**src/include/core_ctrl_defines.svh**
```systemverilog
`ifndef CORE_CTRL_DEFINES_SVH
`define CORE_CTRL_DEFINES_SVH

////////////////////////////////////////
// settings bus addresses
////////////////////////////////////////

// spi master, three consecutive slots
`define CORE_SR_SPI_CLKDIV 8'd8
`define CORE_SR_SPI_CFG    8'd9
`define CORE_SR_SPI_DATA   8'd10

// core registers
`define CORE_SR_MISC       8'd16
`define CORE_SR_READBACK   8'd32
`define CORE_SR_GPSDO_ST   8'd40
`define CORE_SR_SYNC       8'd48

////////////////////////////////////////
// readback constants
////////////////////////////////////////
`define CORE_SIGNATURE     32'hACE0BA5E
`define CORE_COMPAT_MAJOR  16'h0010
`define CORE_COMPAT_MINOR  16'h0000

// single radio build
`define CORE_RADIO_ST      8'h01

// spi idle levels and divider width
`define SPI_SEN_IDLE       8'hFF
`define SPI_DIV_W          16

`endif

```
**src/hdl/core_ctrl_pkg.sv**
```systemverilog
package core_ctrl_pkg;

   // pps source select, as written to the sync register
   typedef enum logic [1:0] {
      PPS_GPSDO    = 2'd0,
      PPS_EXTERNAL = 2'd1,
      PPS_INTERNAL = 2'd2,
      PPS_OFF      = 2'd3
   } pps_sel_t;

   // readback mux select
   typedef enum logic [1:0] {
      RB_SIGNATURE = 2'd0,
      RB_SPI       = 2'd1,
      RB_STATUS    = 2'd2,
      RB_LOCK      = 2'd3
   } rb_sel_t;

   // spi config word, slave enables in the low byte
   typedef struct packed {
      logic [17:0] rsvd;
      logic [5:0]  bit_count;
      logic [7:0]  sen_sel;
   } spi_cfg_t;

   // sync register word
   typedef struct packed {
      logic [28:0] rsvd;
      logic        time_sync;
      pps_sel_t    pps_select;
   } sync_cfg_t;

   // settings data word, decoded by address
   typedef union packed {
      logic [31:0] word;
      spi_cfg_t    spi_cfg;
      sync_cfg_t   sync_cfg;
   } set_word_u;

endpackage

```
**src/hdl/pps_timer.sv**
```systemverilog
module pps_timer
   import core_ctrl_pkg::*;
#(
   parameter int PPS_PERIOD = 100_000_000
)
(
   input  logic     radio_clk,
   input  logic     bus_rst,
   input  logic     i_pps_int,
   input  logic     i_pps_ext,
   input  pps_sel_t i_pps_select,
   input  logic     i_time_sync_cfg,
   output logic     o_pps,
   output logic     o_time_sync
);

   localparam int CNT_W = $clog2(PPS_PERIOD);
   localparam logic [CNT_W-1:0] PPS_LAST = CNT_W'(PPS_PERIOD - 1);

   logic [CNT_W-1:0] pps_cnt;
   logic             pps_gen;
   // bit 0 gpsdo, 1 external, 2 internal, 3 time sync
   logic [3:0]       sync_q1;
   logic [3:0]       sync_q2;

   ////////////////////////////////////////
   // internal pps generator
   ////////////////////////////////////////
   always_ff @(posedge radio_clk) begin
      if (bus_rst) begin
         pps_cnt <= '0;
         pps_gen <= 1'b0;
      end else begin
         pps_gen <= (pps_cnt == PPS_LAST);
         if (pps_cnt == PPS_LAST)
            pps_cnt <= '0;
         else
            pps_cnt <= pps_cnt + 1'b1;
      end
   end

   // two flop synchronizer for all sources
   always_ff @(posedge radio_clk) begin
      if (bus_rst) begin
         sync_q1 <= '0;
         sync_q2 <= '0;
      end else begin
         sync_q1 <= {i_time_sync_cfg, pps_gen, i_pps_ext, i_pps_int};
         sync_q2 <= sync_q1;
      end
   end

   // source select
   always_comb begin
      case (i_pps_select)
         PPS_GPSDO:    o_pps = sync_q2[0];
         PPS_EXTERNAL: o_pps = sync_q2[1];
         PPS_INTERNAL: o_pps = sync_q2[2];
         default:      o_pps = 1'b0;
      endcase
   end

   assign o_time_sync = sync_q2[3];

endmodule

```
**src/hdl/core_settings.sv**
```systemverilog
`include "core_ctrl_defines.svh"

module core_settings
   import core_ctrl_pkg::*;
(
   input  logic        radio_clk,
   input  logic        bus_rst,
   input  logic        i_set_stb,
   input  logic [7:0]  i_set_addr,
   input  set_word_u   i_set_data,
   input  logic [31:0] i_spi_readback,
   input  logic [31:0] i_rb_misc,
   input  logic [1:0]  i_lock_signals,
   output logic [31:0] o_misc_outs,
   output pps_sel_t    o_pps_select,
   output logic        o_time_sync_cfg,
   output logic [63:0] o_rb_data
);

   rb_sel_t    rb_sel;
   logic [7:0] gpsdo_st;
   logic [1:0] lock_q1;
   logic [1:0] lock_q2;

   ////////////////////////////////////////
   // setting registers
   ////////////////////////////////////////
   always_ff @(posedge radio_clk) begin
      if (bus_rst) begin
         o_misc_outs     <= '0;
         rb_sel          <= RB_SIGNATURE;
         o_pps_select    <= PPS_GPSDO;
         o_time_sync_cfg <= 1'b0;
      end else if (i_set_stb) begin
         if (i_set_addr == `CORE_SR_MISC)
            o_misc_outs <= i_set_data.word;
         if (i_set_addr == `CORE_SR_READBACK)
            rb_sel <= rb_sel_t'(i_set_data.word[1:0]);
         if (i_set_addr == `CORE_SR_SYNC) begin
            o_pps_select    <= i_set_data.sync_cfg.pps_select;
            o_time_sync_cfg <= i_set_data.sync_cfg.time_sync;
         end
      end
   end

   // gpsdo status survives a bus reset
   always_ff @(posedge radio_clk) begin
      if (i_set_stb && i_set_addr == `CORE_SR_GPSDO_ST)
         gpsdo_st <= i_set_data.word[7:0];
   end

   // front-end lock inputs are asynchronous
   always_ff @(posedge radio_clk) begin
      if (bus_rst) begin
         lock_q1 <= '0;
         lock_q2 <= '0;
      end else begin
         lock_q1 <= i_lock_signals;
         lock_q2 <= lock_q1;
      end
   end

   ////////////////////////////////////////
   // readback mux
   ////////////////////////////////////////
   always_comb begin
      case (rb_sel)
         RB_SIGNATURE: o_rb_data = {`CORE_SIGNATURE, `CORE_COMPAT_MAJOR, `CORE_COMPAT_MINOR};
         RB_SPI:       o_rb_data = {32'b0, i_spi_readback};
         RB_STATUS:    o_rb_data = {16'b0, `CORE_RADIO_ST, gpsdo_st, i_rb_misc};
         default:      o_rb_data = {62'b0, lock_q2};
      endcase
   end

endmodule

```
**src/hdl/spi_fsm.sv**
```systemverilog
`include "core_ctrl_defines.svh"

module spi_fsm
   import core_ctrl_pkg::*;
(
   input  logic       radio_clk,
   input  logic       bus_rst,
   input  logic       i_set_stb,
   input  logic [7:0] i_set_addr,
   input  set_word_u  i_set_data,
   input  logic       i_tick,
   input  logic       i_last_bit,
   output logic       o_start,
   output logic       o_run,
   output logic       o_load,
   output logic       o_shift_out,
   output logic       o_capture,
   output logic       o_sclk,
   output logic [7:0] o_sen,
   output logic [5:0] o_bit_count,
   output logic       o_spi_ready
);

   localparam logic [1:0] ST_IDLE  = 2'd0;
   localparam logic [1:0] ST_SETUP = 2'd1;
   localparam logic [1:0] ST_RISE  = 2'd2;
   localparam logic [1:0] ST_FALL  = 2'd3;

   logic [1:0] state;
   logic [1:0] state_nxt;
   logic [7:0] sen_sel;
   logic       go;

   // config register, spi_cfg view of the word
   always_ff @(posedge radio_clk) begin
      if (bus_rst) begin
         sen_sel     <= '0;
         o_bit_count <= '0;
      end else if (i_set_stb && i_set_addr == `CORE_SR_SPI_CFG) begin
         sen_sel     <= i_set_data.spi_cfg.sen_sel;
         o_bit_count <= i_set_data.spi_cfg.bit_count;
      end
   end

   // data writes while busy are dropped
   assign go = i_set_stb && (i_set_addr == `CORE_SR_SPI_DATA) && (state == ST_IDLE);

   always_comb begin
      state_nxt = state;
      case (state)
         ST_IDLE:  if (go) state_nxt = ST_SETUP;
         ST_SETUP: if (i_tick) state_nxt = ST_RISE;
         ST_RISE:  if (i_tick) state_nxt = ST_FALL;
         default:  if (i_tick) state_nxt = i_last_bit ? ST_IDLE : ST_RISE;
      endcase
   end

   always_ff @(posedge radio_clk) begin
      if (bus_rst)
         state <= ST_IDLE;
      else
         state <= state_nxt;
   end

   ////////////////////////////////////////
   // controls to timer and shifter
   ////////////////////////////////////////
   assign o_start     = go;
   assign o_load      = go;
   assign o_run       = (state != ST_IDLE);
   // miso sampled on entry to rise
   assign o_capture   = i_tick && ((state == ST_SETUP) || (state == ST_FALL && !i_last_bit));
   // mosi advances on entry to fall
   assign o_shift_out = i_tick && (state == ST_RISE);

   assign o_sclk      = (state == ST_RISE);
   assign o_sen       = (state == ST_IDLE) ? `SPI_SEN_IDLE : ~sen_sel;
   assign o_spi_ready = (state == ST_IDLE);

endmodule

```
**src/hdl/spi_timer.sv**
```systemverilog
`include "core_ctrl_defines.svh"

module spi_timer
   import core_ctrl_pkg::*;
(
   input  logic       radio_clk,
   input  logic       bus_rst,
   input  logic       i_set_stb,
   input  logic [7:0] i_set_addr,
   input  set_word_u  i_set_data,
   input  logic       i_start,
   input  logic       i_run,
   input  logic       i_shift_out,
   input  logic [5:0] i_bit_count,
   output logic       o_tick,
   output logic       o_last_bit
);

   logic [`SPI_DIV_W-1:0] clkdiv;
   logic [`SPI_DIV_W-1:0] half_cnt;
   logic [5:0]            bit_cnt;

   // divider setting, half period is clkdiv+1 cycles
   always_ff @(posedge radio_clk) begin
      if (bus_rst)
         clkdiv <= '0;
      else if (i_set_stb && i_set_addr == `CORE_SR_SPI_CLKDIV)
         clkdiv <= i_set_data.word[`SPI_DIV_W-1:0];
   end

   assign o_tick = i_run && (half_cnt == clkdiv);

   always_ff @(posedge radio_clk) begin
      if (bus_rst || i_start || !i_run || o_tick)
         half_cnt <= '0;
      else
         half_cnt <= half_cnt + 1'b1;
   end

   // bits left, counted down on each falling edge
   always_ff @(posedge radio_clk) begin
      if (bus_rst)
         bit_cnt <= '0;
      else if (i_start)
         bit_cnt <= i_bit_count;
      else if (i_shift_out)
         bit_cnt <= bit_cnt - 6'd1;
   end

   assign o_last_bit = (bit_cnt == 6'd0);

endmodule

```
**src/hdl/spi_shifter.sv**
```systemverilog
module spi_shifter
   import core_ctrl_pkg::*;
(
   input  logic        radio_clk,
   input  logic        bus_rst,
   input  set_word_u   i_set_data,
   input  logic [5:0]  i_bit_count,
   input  logic        i_load,
   input  logic        i_shift_out,
   input  logic        i_capture,
   input  logic        i_miso,
   output logic        o_mosi,
   output logic [31:0] o_readback
);

   logic [31:0] tx_reg;
   logic [5:0]  align_sh;

   // msb first, so push the used bits to the top
   assign align_sh = 6'd32 - i_bit_count;

   always_ff @(posedge radio_clk) begin
      if (bus_rst)
         tx_reg <= '0;
      else if (i_load)
         tx_reg <= i_set_data.word << align_sh;
      else if (i_shift_out)
         tx_reg <= {tx_reg[30:0], 1'b0};
   end

   assign o_mosi = tx_reg[31];

   // received bits enter at the low end
   always_ff @(posedge radio_clk) begin
      if (bus_rst || i_load)
         o_readback <= '0;
      else if (i_capture)
         o_readback <= {o_readback[30:0], i_miso};
   end

endmodule

```
**src/hdl/core_ctrl.sv**
```systemverilog
module core_ctrl
   import core_ctrl_pkg::*;
#(
   parameter int PPS_PERIOD = 100_000_000
)
(
   input  logic        radio_clk,
   input  logic        bus_rst,
   input  logic        i_set_stb,
   input  logic [7:0]  i_set_addr,
   input  set_word_u   i_set_data,
   input  logic        i_pps_int,
   input  logic        i_pps_ext,
   input  logic        i_miso,
   input  logic [31:0] i_rb_misc,
   input  logic [1:0]  i_lock_signals,
   output logic        o_pps,
   output logic        o_time_sync,
   output logic [7:0]  o_sen,
   output logic        o_sclk,
   output logic        o_mosi,
   output logic        o_spi_ready,
   output logic [31:0] o_misc_outs,
   output logic [63:0] o_rb_data
);

   pps_sel_t    pps_select;
   logic        time_sync_cfg;
   logic [31:0] spi_readback;
   logic        spi_tick;
   logic        spi_last_bit;
   logic        spi_start;
   logic        spi_run;
   logic        spi_load;
   logic        spi_shift_out;
   logic        spi_capture;
   logic [5:0]  spi_bit_count;

   ////////////////////////////////////////
   // registers and readback
   ////////////////////////////////////////
   core_settings settings_i (
      .radio_clk(radio_clk), .bus_rst(bus_rst),
      .i_set_stb(i_set_stb), .i_set_addr(i_set_addr), .i_set_data(i_set_data),
      .i_spi_readback(spi_readback), .i_rb_misc(i_rb_misc),
      .i_lock_signals(i_lock_signals),
      .o_misc_outs(o_misc_outs), .o_pps_select(pps_select),
      .o_time_sync_cfg(time_sync_cfg), .o_rb_data(o_rb_data)
   );

   pps_timer #(.PPS_PERIOD(PPS_PERIOD)) pps_i (
      .radio_clk(radio_clk), .bus_rst(bus_rst),
      .i_pps_int(i_pps_int), .i_pps_ext(i_pps_ext),
      .i_pps_select(pps_select), .i_time_sync_cfg(time_sync_cfg),
      .o_pps(o_pps), .o_time_sync(o_time_sync)
   );

   ////////////////////////////////////////
   // spi master
   ////////////////////////////////////////
   spi_fsm spi_fsm_i (
      .radio_clk(radio_clk), .bus_rst(bus_rst),
      .i_set_stb(i_set_stb), .i_set_addr(i_set_addr), .i_set_data(i_set_data),
      .i_tick(spi_tick), .i_last_bit(spi_last_bit),
      .o_start(spi_start), .o_run(spi_run), .o_load(spi_load),
      .o_shift_out(spi_shift_out), .o_capture(spi_capture),
      .o_sclk(o_sclk), .o_sen(o_sen), .o_bit_count(spi_bit_count),
      .o_spi_ready(o_spi_ready)
   );

   spi_timer spi_timer_i (
      .radio_clk(radio_clk), .bus_rst(bus_rst),
      .i_set_stb(i_set_stb), .i_set_addr(i_set_addr), .i_set_data(i_set_data),
      .i_start(spi_start), .i_run(spi_run), .i_shift_out(spi_shift_out),
      .i_bit_count(spi_bit_count),
      .o_tick(spi_tick), .o_last_bit(spi_last_bit)
   );

   spi_shifter spi_shifter_i (
      .radio_clk(radio_clk), .bus_rst(bus_rst),
      .i_set_data(i_set_data), .i_bit_count(spi_bit_count),
      .i_load(spi_load), .i_shift_out(spi_shift_out), .i_capture(spi_capture),
      .i_miso(i_miso),
      .o_mosi(o_mosi), .o_readback(spi_readback)
   );

endmodule

```
**config.mk**
```make
export PLATFORM = sky130hd
export DESIGN_NAME = core_ctrl
export DESIGN_NICKNAME = d
export VERILOG_FILES = /design/src/hdl/core_ctrl_pkg.sv /design/src/hdl/pps_timer.sv /design/src/hdl/core_settings.sv /design/src/hdl/spi_fsm.sv /design/src/hdl/spi_timer.sv /design/src/hdl/spi_shifter.sv /design/src/hdl/core_ctrl.sv
export VERILOG_INCLUDE_DIRS = /design/src /design/src/include
export SDC_FILE = /design/constraint.sdc
export NUM_CORES = 1
export LEC_CHECK = 0
export BUFFER_PORTS_ARGS = -buffer_cell sky130_fd_sc_hd__buf_2
export CORE_ASPECT_RATIO = 2
export CORE_MARGIN = 8
export CORE_UTILIZATION = 59
export DETAILED_ROUTE_END_ITERATION = 7
export PLACE_DENSITY = 0.88
export SYNTH_ARGS = -nofsm -noshare
export SYNTH_HDL_FRONTEND = slang
export SYNTH_SLANG_ARGS = --single-unit
```
**constraint.sdc**
```tcl
create_clock -name radio_clk -period 8.45 [get_ports radio_clk]
set_input_delay 1.69 -clock radio_clk [delete_from_list [all_inputs] [get_ports radio_clk]]
set_output_delay 1.69 -clock radio_clk [all_outputs]
set_load 0.01 [all_outputs]
```
==> results by group, run 1 <==
Place
  • I/O Buffers: ~180
  • Placed cells: 1492
  • Gpl congestion: ~1
  • DP HPWL: approximately 22000 um

Global route
  • Number of global-route vias before repair: between 9000 and 10000
  • First-pass GRT wire length: 46760 um
  • GRT Overall Usage: between 20 and 30%
  • Initial antenna violation count: 0
  • Grt ovf: 0
  • Largest net degree at the start of global routing: 82

Clocking
  • Clock buffers created by TritonCTS: 18
  • Post-CTS Hold Fix Bufs: 0
  • Clock-pin slew on the worst setup and hold paths: around 70 ps
  • Clk root buf: clkbuf_16
  • Clk_lat worst skew: approximately 500 ps
  • H-tree levels: 1
  • Post-CTS setup buffers: 0
  • Clk sinks: 203
  • Post_cts resized: 0
  • Clock Path Buffers: 3
  • CTS tree: yes

Min path
  • Hold WC Path Type: reg2reg
  • Hold Path Depth: 1
  • Hold_sp: settings_i.lock_q1[1]$_SDFF_PP0_
  • WHS Endpoint: settings_i.lock_q2[1]$_SDFF_PP0_

Synthesis
  • Post-synth cell types: between 60 and 70
  • Most frequent cell after synthesis: dfxtp_1
  • EDFF count, synth: 8
  • Async set-reset flop share out of synthesis: 0%
  • Register area share after synthesis: approximately two fifths
  • Commonest cells in the netlist: dfxtp_1, nand2_1, nor2_1
  • Synth top area cells: dfxtp_1, nand2_1, mux2i_1, mux4_2, nor2_1
  • Primary FF master, synth: dfxtp_1
  • Synth top area share: a little under two fifths
  • Mapped Cells: around 1200
  • Syn Std Cell Area: ~10000 um2
  • Area leader, netlist: dfxtp_1
  • Synth warn: 0
  • Synth Register Bits: 203
  • Synth Area per Inst: 8.705 um2

Layout
  • Multi-input gate area: 5693 um2
  • Proportion of layout cells with a drive suffix above 1: between 20% and 30%
  • Fillcell total: 1360
  • Final std cells w/o fill: between 1500 and 2000
  • Area growth syn-to-layout: 13.54%
  • Register area: ~4100 um2
  • Final nets: 1391
  • # diodes: 0

Die
  • Row cnt: 68
  • Die Ht: around 200 um
  • CORE AREA: 17270 um2
  • Die ar.: 22340 um2
  • Io pins: roughly 190
  • Initial core utilization: between 60% and 70%
  • Die width: ~110 um

Detailed routing
  • DRT Wirelength: 29600 um
  • Routed vias: about 9300
  • First-pass iteration count of the detailed router: 5
  • Post-DRT Antenna Nets: 0
  • WL/cell: a little under 20 um
  • 1st-iter DRT viols: just over 700
  • Residual DRC count: 0
  • Vias/cell: about 6

Critical path
  • R2R Path End: spi_shifter_i.tx_reg[4]$_SDFFE_PP0P_
  • RR Startpoint: spi_fsm_i.state[0]$_SDFFE_PP0P_
  • CP endpoint kind: primary output
  • R2R cell count: 9
  • WP data arrival: around 2500 ps
  • Start point of the critical path: settings_i.rb_sel[0]$_SDFFE_PP0P_
  • Worst EP required: slightly below 7000 ps
  • Crit path launch type: register
  • CP Max Fanout: 31
  • Setup slack, reg-to-reg: roughly 4500 ps
  • Kind of critical path: reg2out

Power and ir drop
  • Sw Pwr: 0.5293 mW
  • Peak VDD IR: a little over 0.2 mV
  • Clock network power share: between 40% and 50%
  • Seq pwr share: roughly 47%
  • Internal power: approximately 1.6 mW
  • Leak: 4.485 nW
  • Logic pwr share: 10.8%
  • Sw frac: approximately 25%
  • Power Dens Cells: around 180 nW/um2

STA
  • Max-slew headroom: approximately a fifth
  • Fin crit period: about 4200 ps
  • Fmax: 0.2388 GHz
  • Fin Clk Skew: ~15 ps
  • Slew @ Worst Pin: 1213 ps
  • Final Max Tran Viols: 0
  • RSZ-0062 raised after global routing: false
  • Final hold violations: 0
  • Final cycle utilization of the critical path: between 40% and 50%
  • Setup tns final: 0 ps
  • Final setup viols: 0

Job
  • Max_cap viols: 0

Run status
  • Status: finished, final reports clean
==> critical path, stage by stage, from the launching register on <==
cell and delay [ps]:
dfxtp_1 600, nor2b_2 970, a22o_1 280, buf_2 140
==> metrics by stage <==
step	power, mW	util [%]	setup slack, ps	hold slack, ps	area (um2)
floorplan	1.154	-	4621	413.8	10410
global placement	1.221	64.56	3930	419.9	11150
detailed placement	1.227	64.56	3836	433.2	11150
CTS	2.087	68.21	4243	450.3	11780
global route	2.150	68.21	4047	458.7	11780
finish	2.085	68.21	4262	446.0	11780
==> layer usage <==
layer / track usage (%) / routed length [um]
met5: 0 / 0
met4: 14.72 / 1684
met3: 3.446 / 1655
met1: 26.48 / 10290
met2: 48.25 / 15980
==> cells in the final DEF (no fill, tap or decap), drive strengths merged, types with 13 or more instances in the layout <==
cell type,count
mux2i,70
nor2b,16
nor3,17
a31oi,16
nand3,26
xnor2,19
inv,17
nand2,194
clkbuf,24
a21oi,81
nand2b,13
a211oi,18
buf,190
nor2,135
mux4,24
dfxtp,195
xor2,40
o21ai,22
a22o,31
==> kinds of logic after synthesis <==
logic type | count (synthesis) | synth area share [%]
compound gates | 226 | 14.55
xor+xnor | 59 | 4.980
fa+ha+maj | 9 | 1.085
buf+inv | 127 | 5.800
flops | 203 | 39.94
mux | 106 | 13.26
other cells | 1 | 0.03614
simple gates | 461 | 20.34
==> power by group through the flow <==
stage	sequential, mW	combinational (mW)	clock, mW
floorplan	1.00	0.150	0
global placement	1.01	0.214	0
detailed placement	1.01	0.220	0
CTS	0.985	0.221	0.881
global route	0.987	0.242	0.921
finish	0.986	0.225	0.875
==> area by class of cell <==
class | instances | share of cell area, %
clock buffers | 24 | 4.439
clock inverters | 8 | 0.9133
inverters | 17 | 0.5416
multi-input cells | 872 | 48.32
flip-flops and latches | 203 | 35.18
well taps | 210 | 2.230
repair buffers | 190 | 8.369
==> how the worst max path moves through the flow <==
stage,to,slack (ps),depth (start not counted)
after floorplan,o_rb_data[0],4620,2
after global placement,spi_shifter_i.tx_reg[24]$_SDFFE_PP0P_,3930,8
after detailed placement,spi_shifter_i.tx_reg[4]$_SDFFE_PP0P_,3840,8
after CTS,o_rb_data[10],4240,3
after global routing,o_rb_data[3],4050,3
final,o_rb_data[5],4260,3
No activity file was read; power rests on OpenSTA's default activity.
==> run 2: changes to the inputs <==
Settings changed: ABC_AREA set to 1, CORE_UTILIZATION 59 to 57, PLACE_DENSITY 0.88 to 0.85.
Clock period 8.45 ns to 4.2 ns, I/O delays scaled along.
==> results by group, run 2 <==
STA
  • Max-slew headroom: about 22%
  • Setup tns final: 0 ps
  • Fin Clk Skew: about 21 ps
  • Fin crit period: roughly 3300 ps
  • Final setup viols: 0
  • Worst Slack Setup Final: a little under 900 ps
  • Final cycle utilization of the critical path: between 70% and 80%
  • RSZ-0062 raised after global routing: false
  • Final hold violations: 0
  • Fmax: 0.3003 GHz
  • Final Max Tran Viols: 0
  • Slew @ Worst Pin: approximately 1200 ps

Clocking
  • Clk_lat worst skew: roughly 500 ps
  • H-tree levels: 1
  • Post-CTS Hold Fix Bufs: 0
  • Post-CTS setup buffers: 0
  • CTS tree: yes
  • Clock Path Buffers: 3
  • Clk sinks: between 200 and 250
  • Clock buffers created by TritonCTS: 18
  • Post_cts resized: 0
  • Clk root buf: clkbuf_16
  • Clock-pin slew on the worst setup and hold paths: 70 ps

Layout
  • # diodes: 0
  • Multi-input gate area: 5776 um2
  • Register area: between 4000 and 5000 um2
  • Most common cell after layout, fill and taps aside: nand2_1
  • Fin area: ~13000 um2
  • Proportion of layout cells with a drive suffix above 1: ~14%
  • Commonest non-fill, non-tap cells in the layout: nand2_1, nor2_1, dfxtp_1
  • Final std cells w/o fill: 2147
  • Fillcell total: 1811
  • Final nets: ~2000
  • Area growth syn-to-layout: 12.97%

Detailed routing
  • DRT Wirelength: between 30000 and 40000 um
  • Routed vias: between 10000 and 15000
  • WL/cell: about 15 um
  • First-pass iteration count of the detailed router: 5
  • Vias/cell: 5.463
  • Post-DRT Antenna Nets: 0
  • Residual DRC count: 0
  • 1st-iter DRT viols: 822

Min path
  • Hold WC Path Type: reg2reg

Die
  • Die Ht: between 200 and 250 um
  • CORE AREA: slightly below 20000 um2
  • Initial core utilization: between 50 and 60%
  • Die width: roughly 120 um
  • Row cnt: 72
  • Io pins: 189
  • Die ar.: 24620 um2

Global route
  • Largest net degree at the start of global routing: 65
  • Initial antenna violation count: 0
  • GRT Overall Usage: around a quarter
  • First-pass GRT wire length: 53310 um
  • Grt ovf: 0
  • Number of global-route vias before repair: around 11000

Synthesis
  • Post-synthesis compound-gate area fraction: 11.94%
  • Mux share of post-synthesis cell area: 0%
  • Register area share after synthesis: ~37%
  • Synth top area share: about a third
  • Async set-reset flop share out of synthesis: 0%
  • Synth Area per Inst: about 6.4 um2
  • Most frequent cell after synthesis: nand2_1
  • Post-Synth XOR/XNOR Area: between 1 and 1.5%
  • Mapped Cells: between 1500 and 2000
  • Post-Synth Adder-Cell Area: slightly above 1%
  • Simple-gate share of the synthesized area: about 37%
  • Syn Std Cell Area: 11180 um2
  • Synth warn: 0
  • Largest family of logic cells by synthesized area: simple AND/OR/NAND/NOR gates
  • Primary FF master, synth: dfxtp_1
  • Synth top area cells: dfxtp_1, nand2_1, nand3_1, nor2_1, inv_1
  • Post-synth cell types: 44
  • Commonest cells in the netlist: nand2_1, nor2_1, dfxtp_1
  • EDFF count, synth: 8
  • Synth Register Bits: about 200
  • Area leader, netlist: dfxtp_1

Run status
  • Status: finished, final reports clean

Place
  • I/O Buffers: 177
  • Gpl congestion: about 0.99
  • Placed inst area: 12000 um2
  • Placed cells: around 2100
  • DP Worst Slack: 1209 ps
  • DP HPWL: between 20000 and 25000 um

Power and ir drop
  • Internal power: 3.544 mW
  • Power Dens Cells: 414.6 nW/um2
  • Tot Pwr: approximately 5.2 mW
  • Clock network power share: around 34%
  • Sw frac: roughly 32%
  • Sw Pwr: about 1.7 mW
  • Peak VDD IR: 0.3735 mV
  • Logic pwr share: between 20% and 30%
  • Seq pwr share: 42.7%
  • Leak: slightly below 6 nW

Critical path
  • Kind of critical path: reg2out
  • CP endpoint kind: primary output
  • CP max-delay cell: nor2_2
  • CP Max Fanout: 29
  • Crit path launch type: register
  • Top delay family on crit path: simple AND/OR/NAND/NOR gates
  • Worst EP required: roughly 3400 ps
  • CP max stage delay: a little over 800 ps
  • Crit path buffers/inverters: 3
  • Worst path cell trace: inv_1, nor2_2, buf_4, nand2_1, o21ai_0, buf_2
  • WP data arrival: roughly 2500 ps

Job
  • Max_cap viols: 0
[run 2: changes by cell type after synthesis, moves of 24 or more]
cell,delta
a22o_1,-25
nor2_1,+77
o21ai_0,+105
inv_1,+172
xor2_1,-27
mux4_2,-24
mux2i_1,-70
a21oi_1,+28
nand2_1,+301
nand3_1,+163
[run 2: layout make-up]
| class | count | area share [%] |
|---|---|---|
| Clock buffer | 21 | 3.815 |
| Clock inverter | 11 | 1.169 |
| Inverter | 201 | 5.985 |
| Multi-Input combinational cell | 1260 | 45.74 |
| Sequential cell | 203 | 32.82 |
| Tap cell | 259 | 2.566 |
| Timing Repair Buffer | 192 | 7.907 |
[run 2: stage by stage]
stage | hold slack (ps) | utilization [%]
after floorplan | 388.3 | -
after global placement | 389.0 | 62.23
after detailed placement | 398.9 | 62.23
after CTS | 410.1 | 65.50
after global routing | 426.5 | 65.50
final | 405.5 | 65.50
[run 2: cell families after synthesis]
kind of cell,count (synthesis)
XOR/XNOR,15
AND/OR/NAND/NOR,969
adder cells (fa/ha/maj),9
flip-flops,203
buffers and inverters,303
other,1
AO/OA/AOI/OAI,256
[run 2: tightest hold or removal path, delay by kind of cell, from the launching register on]
family        cells  cell delay (ps)
flops             1              300
simple gates      1               30
buf+inv           1               40
[run 2: path summary, 6_finish.rpt]
check / cells after the start / endpoint / from / slack [ps]
worst max register to register: 14 / spi_shifter_i.tx_reg[18]$_SDFFE_PP0P_ / spi_fsm_i.o_bit_count[0]$_SDFFE_PP0P_ / 1100
worst min-delay path: 2 / pps_i.sync_q2[0]$_SDFF_PP0_ / pps_i.sync_q1[0]$_SDFF_PP0_ / 410
worst min register to register: 2 / pps_i.sync_q2[0]$_SDFF_PP0_ / pps_i.sync_q1[0]$_SDFF_PP0_ / 410
worst max-delay path: 6 / o_rb_data[10] / settings_i.rb_sel[1]$_SDFFE_PP0P_ / 870
[run 2: power by group through the flow]
stage / Sequential (mW) / Combinational, mW / Clock, mW
after global placement: 2.27 / 1.19 / 0
after detailed placement: 2.28 / 1.23 / 0
after global routing: 2.25 / 1.42 / 1.86
after floorplan: 2.24 / 0.991 / 0
after CTS: 2.23 / 1.24 / 1.78
final: 2.24 / 1.24 / 1.76
[run 2: per-layer routing]
layer  vias up  part of all wire, %  GRT usage [%]
li1       5787                    -              -
met4         0                  6.5          17.12
met3       149                  6.4          3.300
met1      5340                   34          24.63
met5         -                    0              0
met2       453                   53          50.11
